## config.mk

```make
export PLATFORM = sky130hd
export DESIGN_NAME = rom_download
export DESIGN_NICKNAME = d
export VERILOG_FILES = /design/src/rom_download_pkg.sv /design/src/rom_stage_if.sv /design/src/rom_download.sv /design/src/rom_target_writer.sv /design/src/rom_addr_mapper.sv /design/src/rom_header_parser.sv
export VERILOG_INCLUDE_DIRS = /design/src
export SDC_FILE = /design/constraint.sdc
export NUM_CORES = 1
export LEC_CHECK = 0
export BUFFER_PORTS_ARGS = -buffer_cell sky130_fd_sc_hd__buf_2
export CORE_MARGIN = 3
export CORE_UTILIZATION = 60
export CTS_CLUSTER_SIZE = 30
export DETAILED_ROUTE_END_ITERATION = 7
export HOLD_SLACK_MARGIN = 0.08
export PLACE_DENSITY = 0.78
export SYNTH_ARGS = -nofsm -noshare
export SYNTH_HDL_FRONTEND = slang
export SYNTH_SLANG_ARGS = --single-unit
```

## constraint.sdc

```tcl
create_clock -name sys_clk -period 5.46 [get_ports sys_clk]
set_clock_uncertainty 0.2 [all_clocks]
set_input_delay 1.638 -clock sys_clk [delete_from_list [all_inputs] [get_ports sys_clk]]
set_output_delay 1.638 -clock sys_clk [all_outputs]
set_load 0.01 [all_outputs]
```

## src/rom_download_macros.svh

```systemverilog
//====================================================================
// Width and count macros for the ROM download path
//====================================================================

`ifndef ROM_DOWNLOAD_MACROS_SVH
`define ROM_DOWNLOAD_MACROS_SVH

// SDRAM side works on byte addresses
`define ROM_SDR_ADDR_W 25

// Block RAM address covers the largest on-chip ROM
`define ROM_BRAM_ADDR_W 20

// One chip select per block RAM
`define ROM_BRAM_CS_W 4

// Region table depth and the index width that selects an entry
`define ROM_REGION_COUNT 16
`define ROM_REGION_IDX_W 4

// Record sizes arrive as three big-endian bytes
`define ROM_SIZE_W 24

`endif
```

## src/rom_download_pkg.sv

```systemverilog
//====================================================================
// Board configuration, region descriptor, parser states, region table
//====================================================================

`include "rom_download_macros.svh"

package rom_download_pkg;

    // Board variant byte, sent first in every download image
    typedef struct packed {
        logic [2:0] mem_map;
        logic [1:0] sound_variant;
        logic [2:0] option_flags;
    } board_cfg_t;

    // One entry of the load region table
    // A nonzero chip select marks a block RAM target
    typedef struct packed {
        logic [`ROM_SDR_ADDR_W-1:0] base_addr;
        logic                       reorder_64;
        logic [`ROM_BRAM_CS_W-1:0]  bram_cs;
    } region_desc_t;

    // Header parser FSM states
    typedef enum logic [2:0] {
        BOARD_CFG,
        REGION_IDX,
        SIZE_0,
        SIZE_1,
        SIZE_2,
        DATA
    } parse_state_e;

    // Regions 0 to 3 go to SDRAM, 1 and 3 use the 64-byte reorder
    // Regions 4 to 7 each own one block RAM
    // Regions 8 to 15 are spare SDRAM windows
    localparam region_desc_t LOAD_REGIONS [`ROM_REGION_COUNT] = '{
        '{base_addr: 25'h000_0000, reorder_64: 1'b0, bram_cs: 4'b0000},
        '{base_addr: 25'h010_0000, reorder_64: 1'b1, bram_cs: 4'b0000},
        '{base_addr: 25'h020_0000, reorder_64: 1'b0, bram_cs: 4'b0000},
        '{base_addr: 25'h030_0000, reorder_64: 1'b1, bram_cs: 4'b0000},
        '{base_addr: 25'h000_0000, reorder_64: 1'b0, bram_cs: 4'b0001},
        '{base_addr: 25'h000_0000, reorder_64: 1'b0, bram_cs: 4'b0010},
        '{base_addr: 25'h000_0000, reorder_64: 1'b0, bram_cs: 4'b0100},
        '{base_addr: 25'h000_0000, reorder_64: 1'b0, bram_cs: 4'b1000},
        '{base_addr: 25'h040_0000, reorder_64: 1'b0, bram_cs: 4'b0000},
        '{base_addr: 25'h050_0000, reorder_64: 1'b0, bram_cs: 4'b0000},
        '{base_addr: 25'h060_0000, reorder_64: 1'b0, bram_cs: 4'b0000},
        '{base_addr: 25'h070_0000, reorder_64: 1'b0, bram_cs: 4'b0000},
        '{base_addr: 25'h080_0000, reorder_64: 1'b0, bram_cs: 4'b0000},
        '{base_addr: 25'h090_0000, reorder_64: 1'b0, bram_cs: 4'b0000},
        '{base_addr: 25'h0a0_0000, reorder_64: 1'b0, bram_cs: 4'b0000},
        '{base_addr: 25'h0b0_0000, reorder_64: 1'b0, bram_cs: 4'b0000}
    };

endpackage

```

## src/rom_stage_if.sv

```systemverilog
//====================================================================
// Parser to mapper beat bus and mapper to writer write bus
//====================================================================

`include "rom_download_macros.svh"

// One data byte with its region and running offset
interface rom_beat_if;
    logic                          beat_valid;
    logic [7:0]                    beat_data;
    logic [`ROM_SIZE_W-1:0]        beat_offset;
    logic [`ROM_REGION_IDX_W-1:0]  beat_region;

    modport parser_side (
        output beat_valid, beat_data, beat_offset, beat_region
    );

    modport mapper_side (
        input beat_valid, beat_data, beat_offset, beat_region
    );
endinterface

// A resolved write, either SDRAM byte address or block RAM address
interface rom_write_if;
    logic                        wr_valid;
    logic                        wr_sdram;
    logic [`ROM_SDR_ADDR_W-1:0]  wr_addr;
    logic [7:0]                  wr_data;
    logic [`ROM_BRAM_CS_W-1:0]   wr_cs;

    modport mapper_side (
        output wr_valid, wr_sdram, wr_addr, wr_data, wr_cs
    );

    modport writer_side (
        input wr_valid, wr_sdram, wr_addr, wr_data, wr_cs
    );
endinterface

```

## src/rom_download.sv

```systemverilog
//====================================================================
// ROM download top level with parser, mapper and writer stages
//====================================================================

`include "rom_download_macros.svh"

module rom_download import rom_download_pkg::*; (
    input  logic                        sys_clk,
    input  logic                        rst,
    input  logic                        ioctl_downl,
    input  logic                        ioctl_wr,
    input  logic [7:0]                  ioctl_data,
    output logic                        ioctl_wait,
    output logic [`ROM_SDR_ADDR_W-1:0]  sdr_addr,
    output logic [15:0]                 sdr_data,
    output logic [1:0]                  sdr_be,
    output logic                        sdr_req,
    input  logic                        sdr_ack,
    output logic [`ROM_BRAM_ADDR_W-1:0] bram_addr,
    output logic [7:0]                  bram_data,
    output logic [`ROM_BRAM_CS_W-1:0]   bram_cs,
    output logic                        bram_wr,
    output board_cfg_t                  board_cfg
);

    // Writer tells the parser that an SDRAM write is still open
    logic sdr_pending;

    rom_beat_if  beat_bus ();
    rom_write_if wr_bus ();

    // Stage 1 takes host bytes and emits one beat per data byte
    rom_header_parser parser_inst (
        .sys_clk     (sys_clk),
        .rst         (rst),
        .ioctl_downl (ioctl_downl),
        .ioctl_wr    (ioctl_wr),
        .ioctl_data  (ioctl_data),
        .ioctl_wait  (ioctl_wait),
        .board_cfg   (board_cfg),
        .sdr_pending (sdr_pending),
        .beat        (beat_bus)
    );

    // Stage 2 turns region and offset into a target address
    rom_addr_mapper mapper_inst (
        .sys_clk (sys_clk),
        .rst     (rst),
        .beat    (beat_bus),
        .wr      (wr_bus)
    );

    // Stage 3 drives the SDRAM and block RAM write ports
    rom_target_writer writer_inst (
        .sys_clk     (sys_clk),
        .rst         (rst),
        .wr          (wr_bus),
        .sdr_addr    (sdr_addr),
        .sdr_data    (sdr_data),
        .sdr_be      (sdr_be),
        .sdr_req     (sdr_req),
        .sdr_ack     (sdr_ack),
        .bram_addr   (bram_addr),
        .bram_data   (bram_data),
        .bram_cs     (bram_cs),
        .bram_wr     (bram_wr),
        .sdr_pending (sdr_pending)
    );

endmodule

```

## src/rom_target_writer.sv

```systemverilog
//====================================================================
// SDRAM toggle request and block RAM write pulse generation
//====================================================================

`include "rom_download_macros.svh"

module rom_target_writer (
    input  logic                        sys_clk,
    input  logic                        rst,
    rom_write_if.writer_side            wr,
    output logic [`ROM_SDR_ADDR_W-1:0]  sdr_addr,
    output logic [15:0]                 sdr_data,
    output logic [1:0]                  sdr_be,
    output logic                        sdr_req,
    input  logic                        sdr_ack,
    output logic [`ROM_BRAM_ADDR_W-1:0] bram_addr,
    output logic [7:0]                  bram_data,
    output logic [`ROM_BRAM_CS_W-1:0]   bram_cs,
    output logic                        bram_wr,
    output logic                        sdr_pending
);

    logic sdr_write;
    logic bram_write;

    assign sdr_write = wr.wr_valid & wr.wr_sdram;
    assign bram_write = wr.wr_valid & ~wr.wr_sdram;

    // The SDRAM side owes an acknowledge while req and ack disagree
    assign sdr_pending = sdr_req ^ sdr_ack;

    //================================================================
    // Request toggle, write pulse and chip select
    //================================================================
    always_ff @(posedge sys_clk) begin
        if (rst) begin
            sdr_req <= 1'b0;
            bram_wr <= 1'b0;
            bram_cs <= '0;
        end else begin
            bram_wr <= bram_write;
            // Each SDRAM write flips the request exactly once
            if (sdr_write)
                sdr_req <= ~sdr_req;
            // Chip select holds after the pulse until the next write
            if (bram_write)
                bram_cs <= wr.wr_cs;
        end
    end

    //================================================================
    // Address and data registers
    //================================================================
    always_ff @(posedge sys_clk) begin
        if (sdr_write) begin
            sdr_addr <= wr.wr_addr;
            // Byte goes on both halves, the lane enable picks one
            sdr_data <= {wr.wr_data, wr.wr_data};
            sdr_be <= {wr.wr_addr[0], ~wr.wr_addr[0]};
        end
        if (bram_write) begin
            bram_addr <= wr.wr_addr[`ROM_BRAM_ADDR_W-1:0];
            bram_data <= wr.wr_data;
        end
    end

endmodule

```

## src/rom_addr_mapper.sv

```systemverilog
//====================================================================
// Region lookup and SDRAM or block RAM address forming
//====================================================================

`include "rom_download_macros.svh"

module rom_addr_mapper import rom_download_pkg::*; (
    input  logic             sys_clk,
    input  logic             rst,
    rom_beat_if.mapper_side  beat,
    rom_write_if.mapper_side wr
);

    region_desc_t                desc;
    logic [`ROM_SDR_ADDR_W-1:0]  offset_ext;
    logic [`ROM_SDR_ADDR_W-1:0]  offset_map;
    logic [`ROM_SDR_ADDR_W-1:0]  bram_addr_ext;
    logic                        to_sdram;

    // Descriptor of the region that the current beat belongs to
    assign desc = LOAD_REGIONS[beat.beat_region];

    // Any chip select bit means the byte stays on chip
    assign to_sdram = (desc.bram_cs == '0);

    assign offset_ext = `ROM_SDR_ADDR_W'(beat.beat_offset);

    // Reordered regions move offset bit 6 down to bit 2
    // Bits 5..2 shift up by one to make room
    assign offset_map = desc.reorder_64 ?
        {offset_ext[`ROM_SDR_ADDR_W-1:7], offset_ext[5:2], offset_ext[6], offset_ext[1:0]} :
        offset_ext;

    // Block RAMs are addressed from zero by the low offset bits
    assign bram_addr_ext = `ROM_SDR_ADDR_W'(beat.beat_offset[`ROM_BRAM_ADDR_W-1:0]);

    // One write strobe per beat, one cycle later
    always_ff @(posedge sys_clk) begin
        if (rst)
            wr.wr_valid <= 1'b0;
        else
            wr.wr_valid <= beat.beat_valid;
    end

    // Resolved target, address and data for the writer
    always_ff @(posedge sys_clk) begin
        if (beat.beat_valid) begin
            wr.wr_sdram <= to_sdram;
            wr.wr_data <= beat.beat_data;
            wr.wr_cs <= desc.bram_cs;
            if (to_sdram)
                wr.wr_addr <= desc.base_addr + offset_map;
            else
                wr.wr_addr <= bram_addr_ext;
        end
    end

endmodule

```

## src/rom_header_parser.sv

```systemverilog
//====================================================================
// Download stream parser with record header FSM and host wait level
//====================================================================

`include "rom_download_macros.svh"

module rom_header_parser import rom_download_pkg::*; (
    input  logic                 sys_clk,
    input  logic                 rst,
    input  logic                 ioctl_downl,
    input  logic                 ioctl_wr,
    input  logic [7:0]           ioctl_data,
    output logic                 ioctl_wait,
    output board_cfg_t           board_cfg,
    input  logic                 sdr_pending,
    rom_beat_if.parser_side      beat
);

    parse_state_e                  state;
    logic [`ROM_REGION_IDX_W-1:0]  region;
    logic [`ROM_SIZE_W-1:0]        size;
    logic [`ROM_SIZE_W-1:0]        offset;
    logic                          data_to_sdram;
    logic [1:0]                    sdr_flight;
    logic                          take_byte;
    logic                          take_sdr_byte;
    logic                          last_byte;
    logic [`ROM_SIZE_W-1:0]        size_next;

    // A byte is only taken while a download is active
    assign take_byte = ioctl_downl & ioctl_wr;

    // Data bytes headed for SDRAM start the back-pressure sequence
    assign take_sdr_byte = take_byte & (state == DATA) & data_to_sdram;

    assign last_byte = (offset == size - `ROM_SIZE_W'(1));

    // Full size as it stands once the low size byte arrives
    assign size_next = {size[`ROM_SIZE_W-1:8], ioctl_data};

    //================================================================
    // Control FSM
    //================================================================
    always_ff @(posedge sys_clk) begin
        if (rst) begin
            state <= BOARD_CFG;
            region <= '0;
            board_cfg <= '0;
            beat.beat_valid <= 1'b0;
            sdr_flight <= '0;
            ioctl_wait <= 1'b0;
        end else begin
            beat.beat_valid <= 1'b0;

            // Flight bits follow an SDRAM byte through mapper and writer
            sdr_flight <= {sdr_flight[0], take_sdr_byte};

            // After the writer toggles, the open request holds the wait
            ioctl_wait <= take_sdr_byte | (|sdr_flight) | sdr_pending;

            if (!ioctl_downl) begin
                state <= BOARD_CFG;
                region <= '0;
            end else if (ioctl_wr) begin
                case (state)
                    BOARD_CFG: begin
                        board_cfg <= board_cfg_t'(ioctl_data);
                        state <= REGION_IDX;
                    end
                    REGION_IDX: begin
                        // 0xff continues with the next region in the table
                        if (ioctl_data == 8'hff)
                            region <= region + 1'b1;
                        else
                            region <= ioctl_data[`ROM_REGION_IDX_W-1:0];
                        state <= SIZE_0;
                    end
                    SIZE_0: state <= SIZE_1;
                    SIZE_1: state <= SIZE_2;
                    SIZE_2: begin
                        // Empty records carry no data and are skipped
                        if (size_next == '0)
                            state <= REGION_IDX;
                        else
                            state <= DATA;
                    end
                    DATA: begin
                        beat.beat_valid <= 1'b1;
                        if (last_byte)
                            state <= REGION_IDX;
                    end
                    default: state <= BOARD_CFG;
                endcase
            end
        end
    end

    //================================================================
    // Size, offset and beat payload
    //================================================================
    always_ff @(posedge sys_clk) begin
        if (take_byte) begin
            case (state)
                SIZE_0: size[23:16] <= ioctl_data;
                SIZE_1: size[15:8] <= ioctl_data;
                SIZE_2: begin
                    size[7:0] <= ioctl_data;
                    offset <= '0;
                    // Target is fixed per record, so look it up once here
                    data_to_sdram <= (LOAD_REGIONS[region].bram_cs == '0);
                end
                DATA: begin
                    beat.beat_data <= ioctl_data;
                    beat.beat_offset <= offset;
                    beat.beat_region <= region;
                    offset <= offset + 1'b1;
                end
                default: ;
            endcase
        end
    end

endmodule

```

==> impl_metrics.sql <==
INSERT INTO impl_metrics (metric_group, metric, value, unit) VALUES
('sta', 'unrepaired_setup_endpoints_after_global_routing', 'no', ''),
('sta', 'finalMaxSlewViolations', '0', ''),
('setup_path', 'cp_data_required_time', '5660', 'ps'),
('sta', 'slew-limit-headroom', '29.4', '%'),
('yosys', 'fraction_of_synthesis_flops_using_an_asynchronous_set_or_reset_pin', '0', '%'),
('cts', 'cts.path.max_buffers', '3', ''),
('yosys', 'ys_seq_elements', '211', ''),
('job', 'drv.max_cap_violation_count', '0', ''),
('sta', 'timing.final.hold_violations', '0', ''),
('layout', 'num-nets-final', '696', ''),
('setup_path', 'critical-path-slowest-cell', 'sky130_fd_sc_hd__buf_4', ''),
('global_route', 'grt_remaining_overflow', '0', ''),
('placement', 'placement.io_buffers', '98', ''),
('layout', 'layout.area.seq', '6080', 'um2'),
('sta', 'final_number_of_setup_violating_endpoints', '0', ''),
('cts', 'cts.sink_count', '211', ''),
('cts', 'post_cts_buffers', '0', ''),
('cts', 'cts_resized', '0', ''),
('global_route', 'grt_pass1_wl', '24000', 'um'),
('sta', 'timing.setup.tns', '0', 'ps'),
('cts', 'clock_tree.root_cell', 'sky130_fd_sc_hd__clkbuf_16', ''),
('yosys', 'synthesis.nets', '594', ''),
('floorplanning', 'core', '13500', 'um2'),
('cts', 'htree_num_levels', '1', ''),
('cts', 'cts_made_buffers', '20', ''),
('global_route', 'grt_max_degree', '40', ''),
('detailed_routing', 'routed_vias', '4783', ''),
('placement', 'half_perimeter_wire_length_of_the_detailed_placement_result', '10200', 'um'),
('yosys', 'netlist.top_cell.by_area', 'sky130_fd_sc_hd__edfxtp_1', ''),
('floorplanning', 'floorplan.die_area', '15500', 'um2'),
('yosys', 'synth_commonest_cells', 'sky130_fd_sc_hd__edfxtp_1 (185), sky130_fd_sc_hd__nor2_1 (65), sky130_fd_sc_hd__xor2_1 (27), sky130_fd_sc_hd__dfxtp_1 (26), sky130_fd_sc_hd__xnor2_1 (25)', ''),
('yosys', 'synth_sequential_area_ratio', '72.1', '%'),
('global_route', 'antenna_violations_before_repair', '0', ''),
('detailed_routing', 'wl', '14700', 'um'),
('min_path', 'min_path_cells', '0', ''),
('yosys', 'avgSynthCellArea', '14.8', 'um2'),
('power', 'power.ir.vdd_worst', '0.273', 'mV'),
('setup_path', 'launching_instance_or_port_of_the_critical_path', 'ioctl_wr', ''),
('min_path', 'min-delay-path-class', 'flop to flop', ''),
('setup_path', 'timing.reg2reg.worst_path_depth', '9', ''),
('sta', 'tightestPinTransition', '1060', 'ps'),
('floorplanning', 'io_pins', '99', ''),
('detailed_routing', 'drt-vias-per-instance', '5.56', ''),
('global_route', 'met2_usage', '30.4', '%'),
('floorplanning', 'initial_utilization', '62.4', '%'),
('setup_path', 'timing.critical_path.buf_inv', '3', ''),
('cts', 'worst_setup_hold_path_clk_slew', '60', 'ps'),
('setup_path', 'r2r_startpoint', 'parser_inst.size[0]$_DFFE_PP_', ''),
('layout', 'nFillCells', '900', ''),
('run_status', 'outcome', 'finished clean', ''),
('setup_path', 'cp-start-kind', 'input port', ''),
('sta', 'max_clock_freq', '315', 'MHz'),
('layout', 'final_layout_size_suffix_gt1_share', '22.0', '%'),
('power', 'power-per-cell-area', '324', 'nW/um2'),
('yosys', 'synthMostInstantiatedCell', 'sky130_fd_sc_hd__edfxtp_1', ''),
('layout', 'antenna_cells_inserted', '0', ''),
('yosys', 'synth_top_cells_by_area', 'sky130_fd_sc_hd__edfxtp_1 (66%), sky130_fd_sc_hd__dfxtp_1 (6.2%), sky130_fd_sc_hd__nor2_1 (2.9%)', ''),
('detailed_routing', 'drc_errors_left', '0', ''),
('cts', 'source_to_sink_clock_delay_at_the_later_pin_of_the_worst_skew_pair', '480', 'ps'),
('yosys', 'dominantRegCellSynth', 'sky130_fd_sc_hd__edfxtp_1', ''),
('layout', 'postLayoutCoreUtil', '71.7', '%'),
('setup_path', 'path_class', 'input port to flop', ''),
('detailed_routing', 'first_iter_violations', '341', ''),
('layout', 'multi_input_area', '2200', 'um2'),
('placement', 'place_congestion', '0.904', ''),
('layout', 'area_growth', '15.0', '%'),
('setup_path', 'cp.arrival', '3370', 'ps'),
('cts', 'tritoncts_clock_tree', 'done', ''),
('setup_path', 'reg2reg_slack', '2440', 'ps'),
('detailed_routing', 'route.antenna.remaining_nets', '0', ''),
('setup_path', 'critical-path-max-stage-delay', '430', 'ps');
==> worst reg2reg max path: stages, from the launching register on <==
cell and delay [ps]:
sky130_fd_sc_hd__edfxtp_1 460, sky130_fd_sc_hd__inv_1 90, sky130_fd_sc_hd__ha_1 200, sky130_fd_sc_hd__or4b_1 540, sky130_fd_sc_hd__nor2_2 340, sky130_fd_sc_hd__nand4b_1 170, sky130_fd_sc_hd__xnor2_1 370, sky130_fd_sc_hd__nand3_4 100
sky130_fd_sc_hd__nor4_1 310, sky130_fd_sc_hd__a21oi_1 120
==> where the power goes <==
group / leakage (nW) / switching [mW] / internal, mW
Clock: 0.318 / 0.544 / 0.800
Sequential: 1.88 / 0.00716 / 1.74
Combinational: 1.23 / 0.0307 / 0.0175
Total: 3.43 / 0.582 / 2.56
==> kinds of logic after synthesis <==
kind of cell	count (synthesis)	share of synthesized area (%)
compound gates	53	4.10
xor+xnor	52	5.41
fa+ha+maj	12	1.87
buf+inv	30	1.87
flops	211	72.1
mux	21	2.58
simple gates	190	12.0
==> worst max-delay path by stage <==
| stage | endpoint | slack [ps] | cells after the start |
|---|---|---|---|
| global route | parser_inst.ioctl_wait$_SDFF_PP0_ | 2130 | 8 |
| global placement | parser_inst.ioctl_wait$_SDFF_PP0_ | 1900 | 8 |
| finish | parser_inst.ioctl_wait$_SDFF_PP0_ | 2290 | 8 |
| floorplan | parser_inst.ioctl_wait$_SDFF_PP0_ | 1400 | 5 |
| CTS | parser_inst.ioctl_wait$_SDFF_PP0_ | 2250 | 8 |
| detailed placement | parser_inst.ioctl_wait$_SDFF_PP0_ | 1780 | 8 |
==> per-stage QoR <==
stage	setup slack [ps]	power [mW]	instances	cell area, um2	hold WS, ps
after global routing	2130	3.24	861	9680	217
final	2290	3.14	861	9680	216
after global placement	1900	1.83	825	9040	201
after detailed placement	1780	1.83	825	9040	205
after CTS	2250	3.17	861	9680	214
after floorplan	1400	1.81	569	8420	200
==> layer usage <==
| metal | part of all wire [%] | up-vias |
|---|---|---|
| li1 | - | 2298 |
| met1 | 44 | 2288 |
| met2 | 48 | 174 |
| met3 | 7.0 | 23 |
| met4 | 1.7 | 0 |
| met5 | 0 | - |
==> area by class of cell <==
type                            count  share of cell area, %
Timing Repair Buffer              100                   5.22
Tap cell                          176                   2.27
Inverter                           10                  0.388
Sequential cell                   211                   62.8
Clock inverter                     10                   1.05
Clock buffer                       26                   5.62
Multi-Input combinational cell    328                   22.7
==> sequential cells by signal (all words and copies together) (netlist names), 4 cells and up <==
register                      cells
mapper_inst.wr.wr_addr           25
mapper_inst.wr.wr_cs              4
mapper_inst.wr.wr_data            8
parser_inst.beat.beat_data        8
parser_inst.beat.beat_offset     24
parser_inst.beat.beat_region      4
parser_inst.board_cfg             8
parser_inst.offset               24
parser_inst.region                4
parser_inst.size                 24
writer_inst.bram_addr            20
writer_inst.bram_cs               4
writer_inst.bram_data             8
writer_inst.sdr_addr             25
writer_inst.sdr_data              8
==> placed cells by master (no fill, tap or decap), types with 2 or more instances in the layout <==
cell type,count
sky130_fd_sc_hd__a21o_1,4
sky130_fd_sc_hd__nand4_1,10
sky130_fd_sc_hd__buf_4,2
sky130_fd_sc_hd__bufinv_16,2
sky130_fd_sc_hd__clkinv_2,6
sky130_fd_sc_hd__clkbuf_1,5
sky130_fd_sc_hd__mux2_2,5
sky130_fd_sc_hd__nand2_1,19
sky130_fd_sc_hd__xnor2_1,25
sky130_fd_sc_hd__and2_1,8
sky130_fd_sc_hd__or3_1,9
sky130_fd_sc_hd__or4_4,2
sky130_fd_sc_hd__nor2_1,65
sky130_fd_sc_hd__edfxtp_1,185
sky130_fd_sc_hd__dfxtp_1,25
sky130_fd_sc_hd__clkbuf_16,21
sky130_fd_sc_hd__ha_1,11
sky130_fd_sc_hd__nand3_1,14
sky130_fd_sc_hd__nor3_1,14
sky130_fd_sc_hd__nor4_1,5
sky130_fd_sc_hd__inv_1,10
sky130_fd_sc_hd__nor3b_1,2
sky130_fd_sc_hd__xor2_1,27
sky130_fd_sc_hd__o21ai_0,13
sky130_fd_sc_hd__or4b_1,2
sky130_fd_sc_hd__nor2b_1,13
sky130_fd_sc_hd__and3_1,11
sky130_fd_sc_hd__a21oi_1,22
sky130_fd_sc_hd__nand4b_1,2
sky130_fd_sc_hd__buf_2,98
sky130_fd_sc_hd__mux2i_1,15
Note: power is estimated with default switching activity, not from simulation.
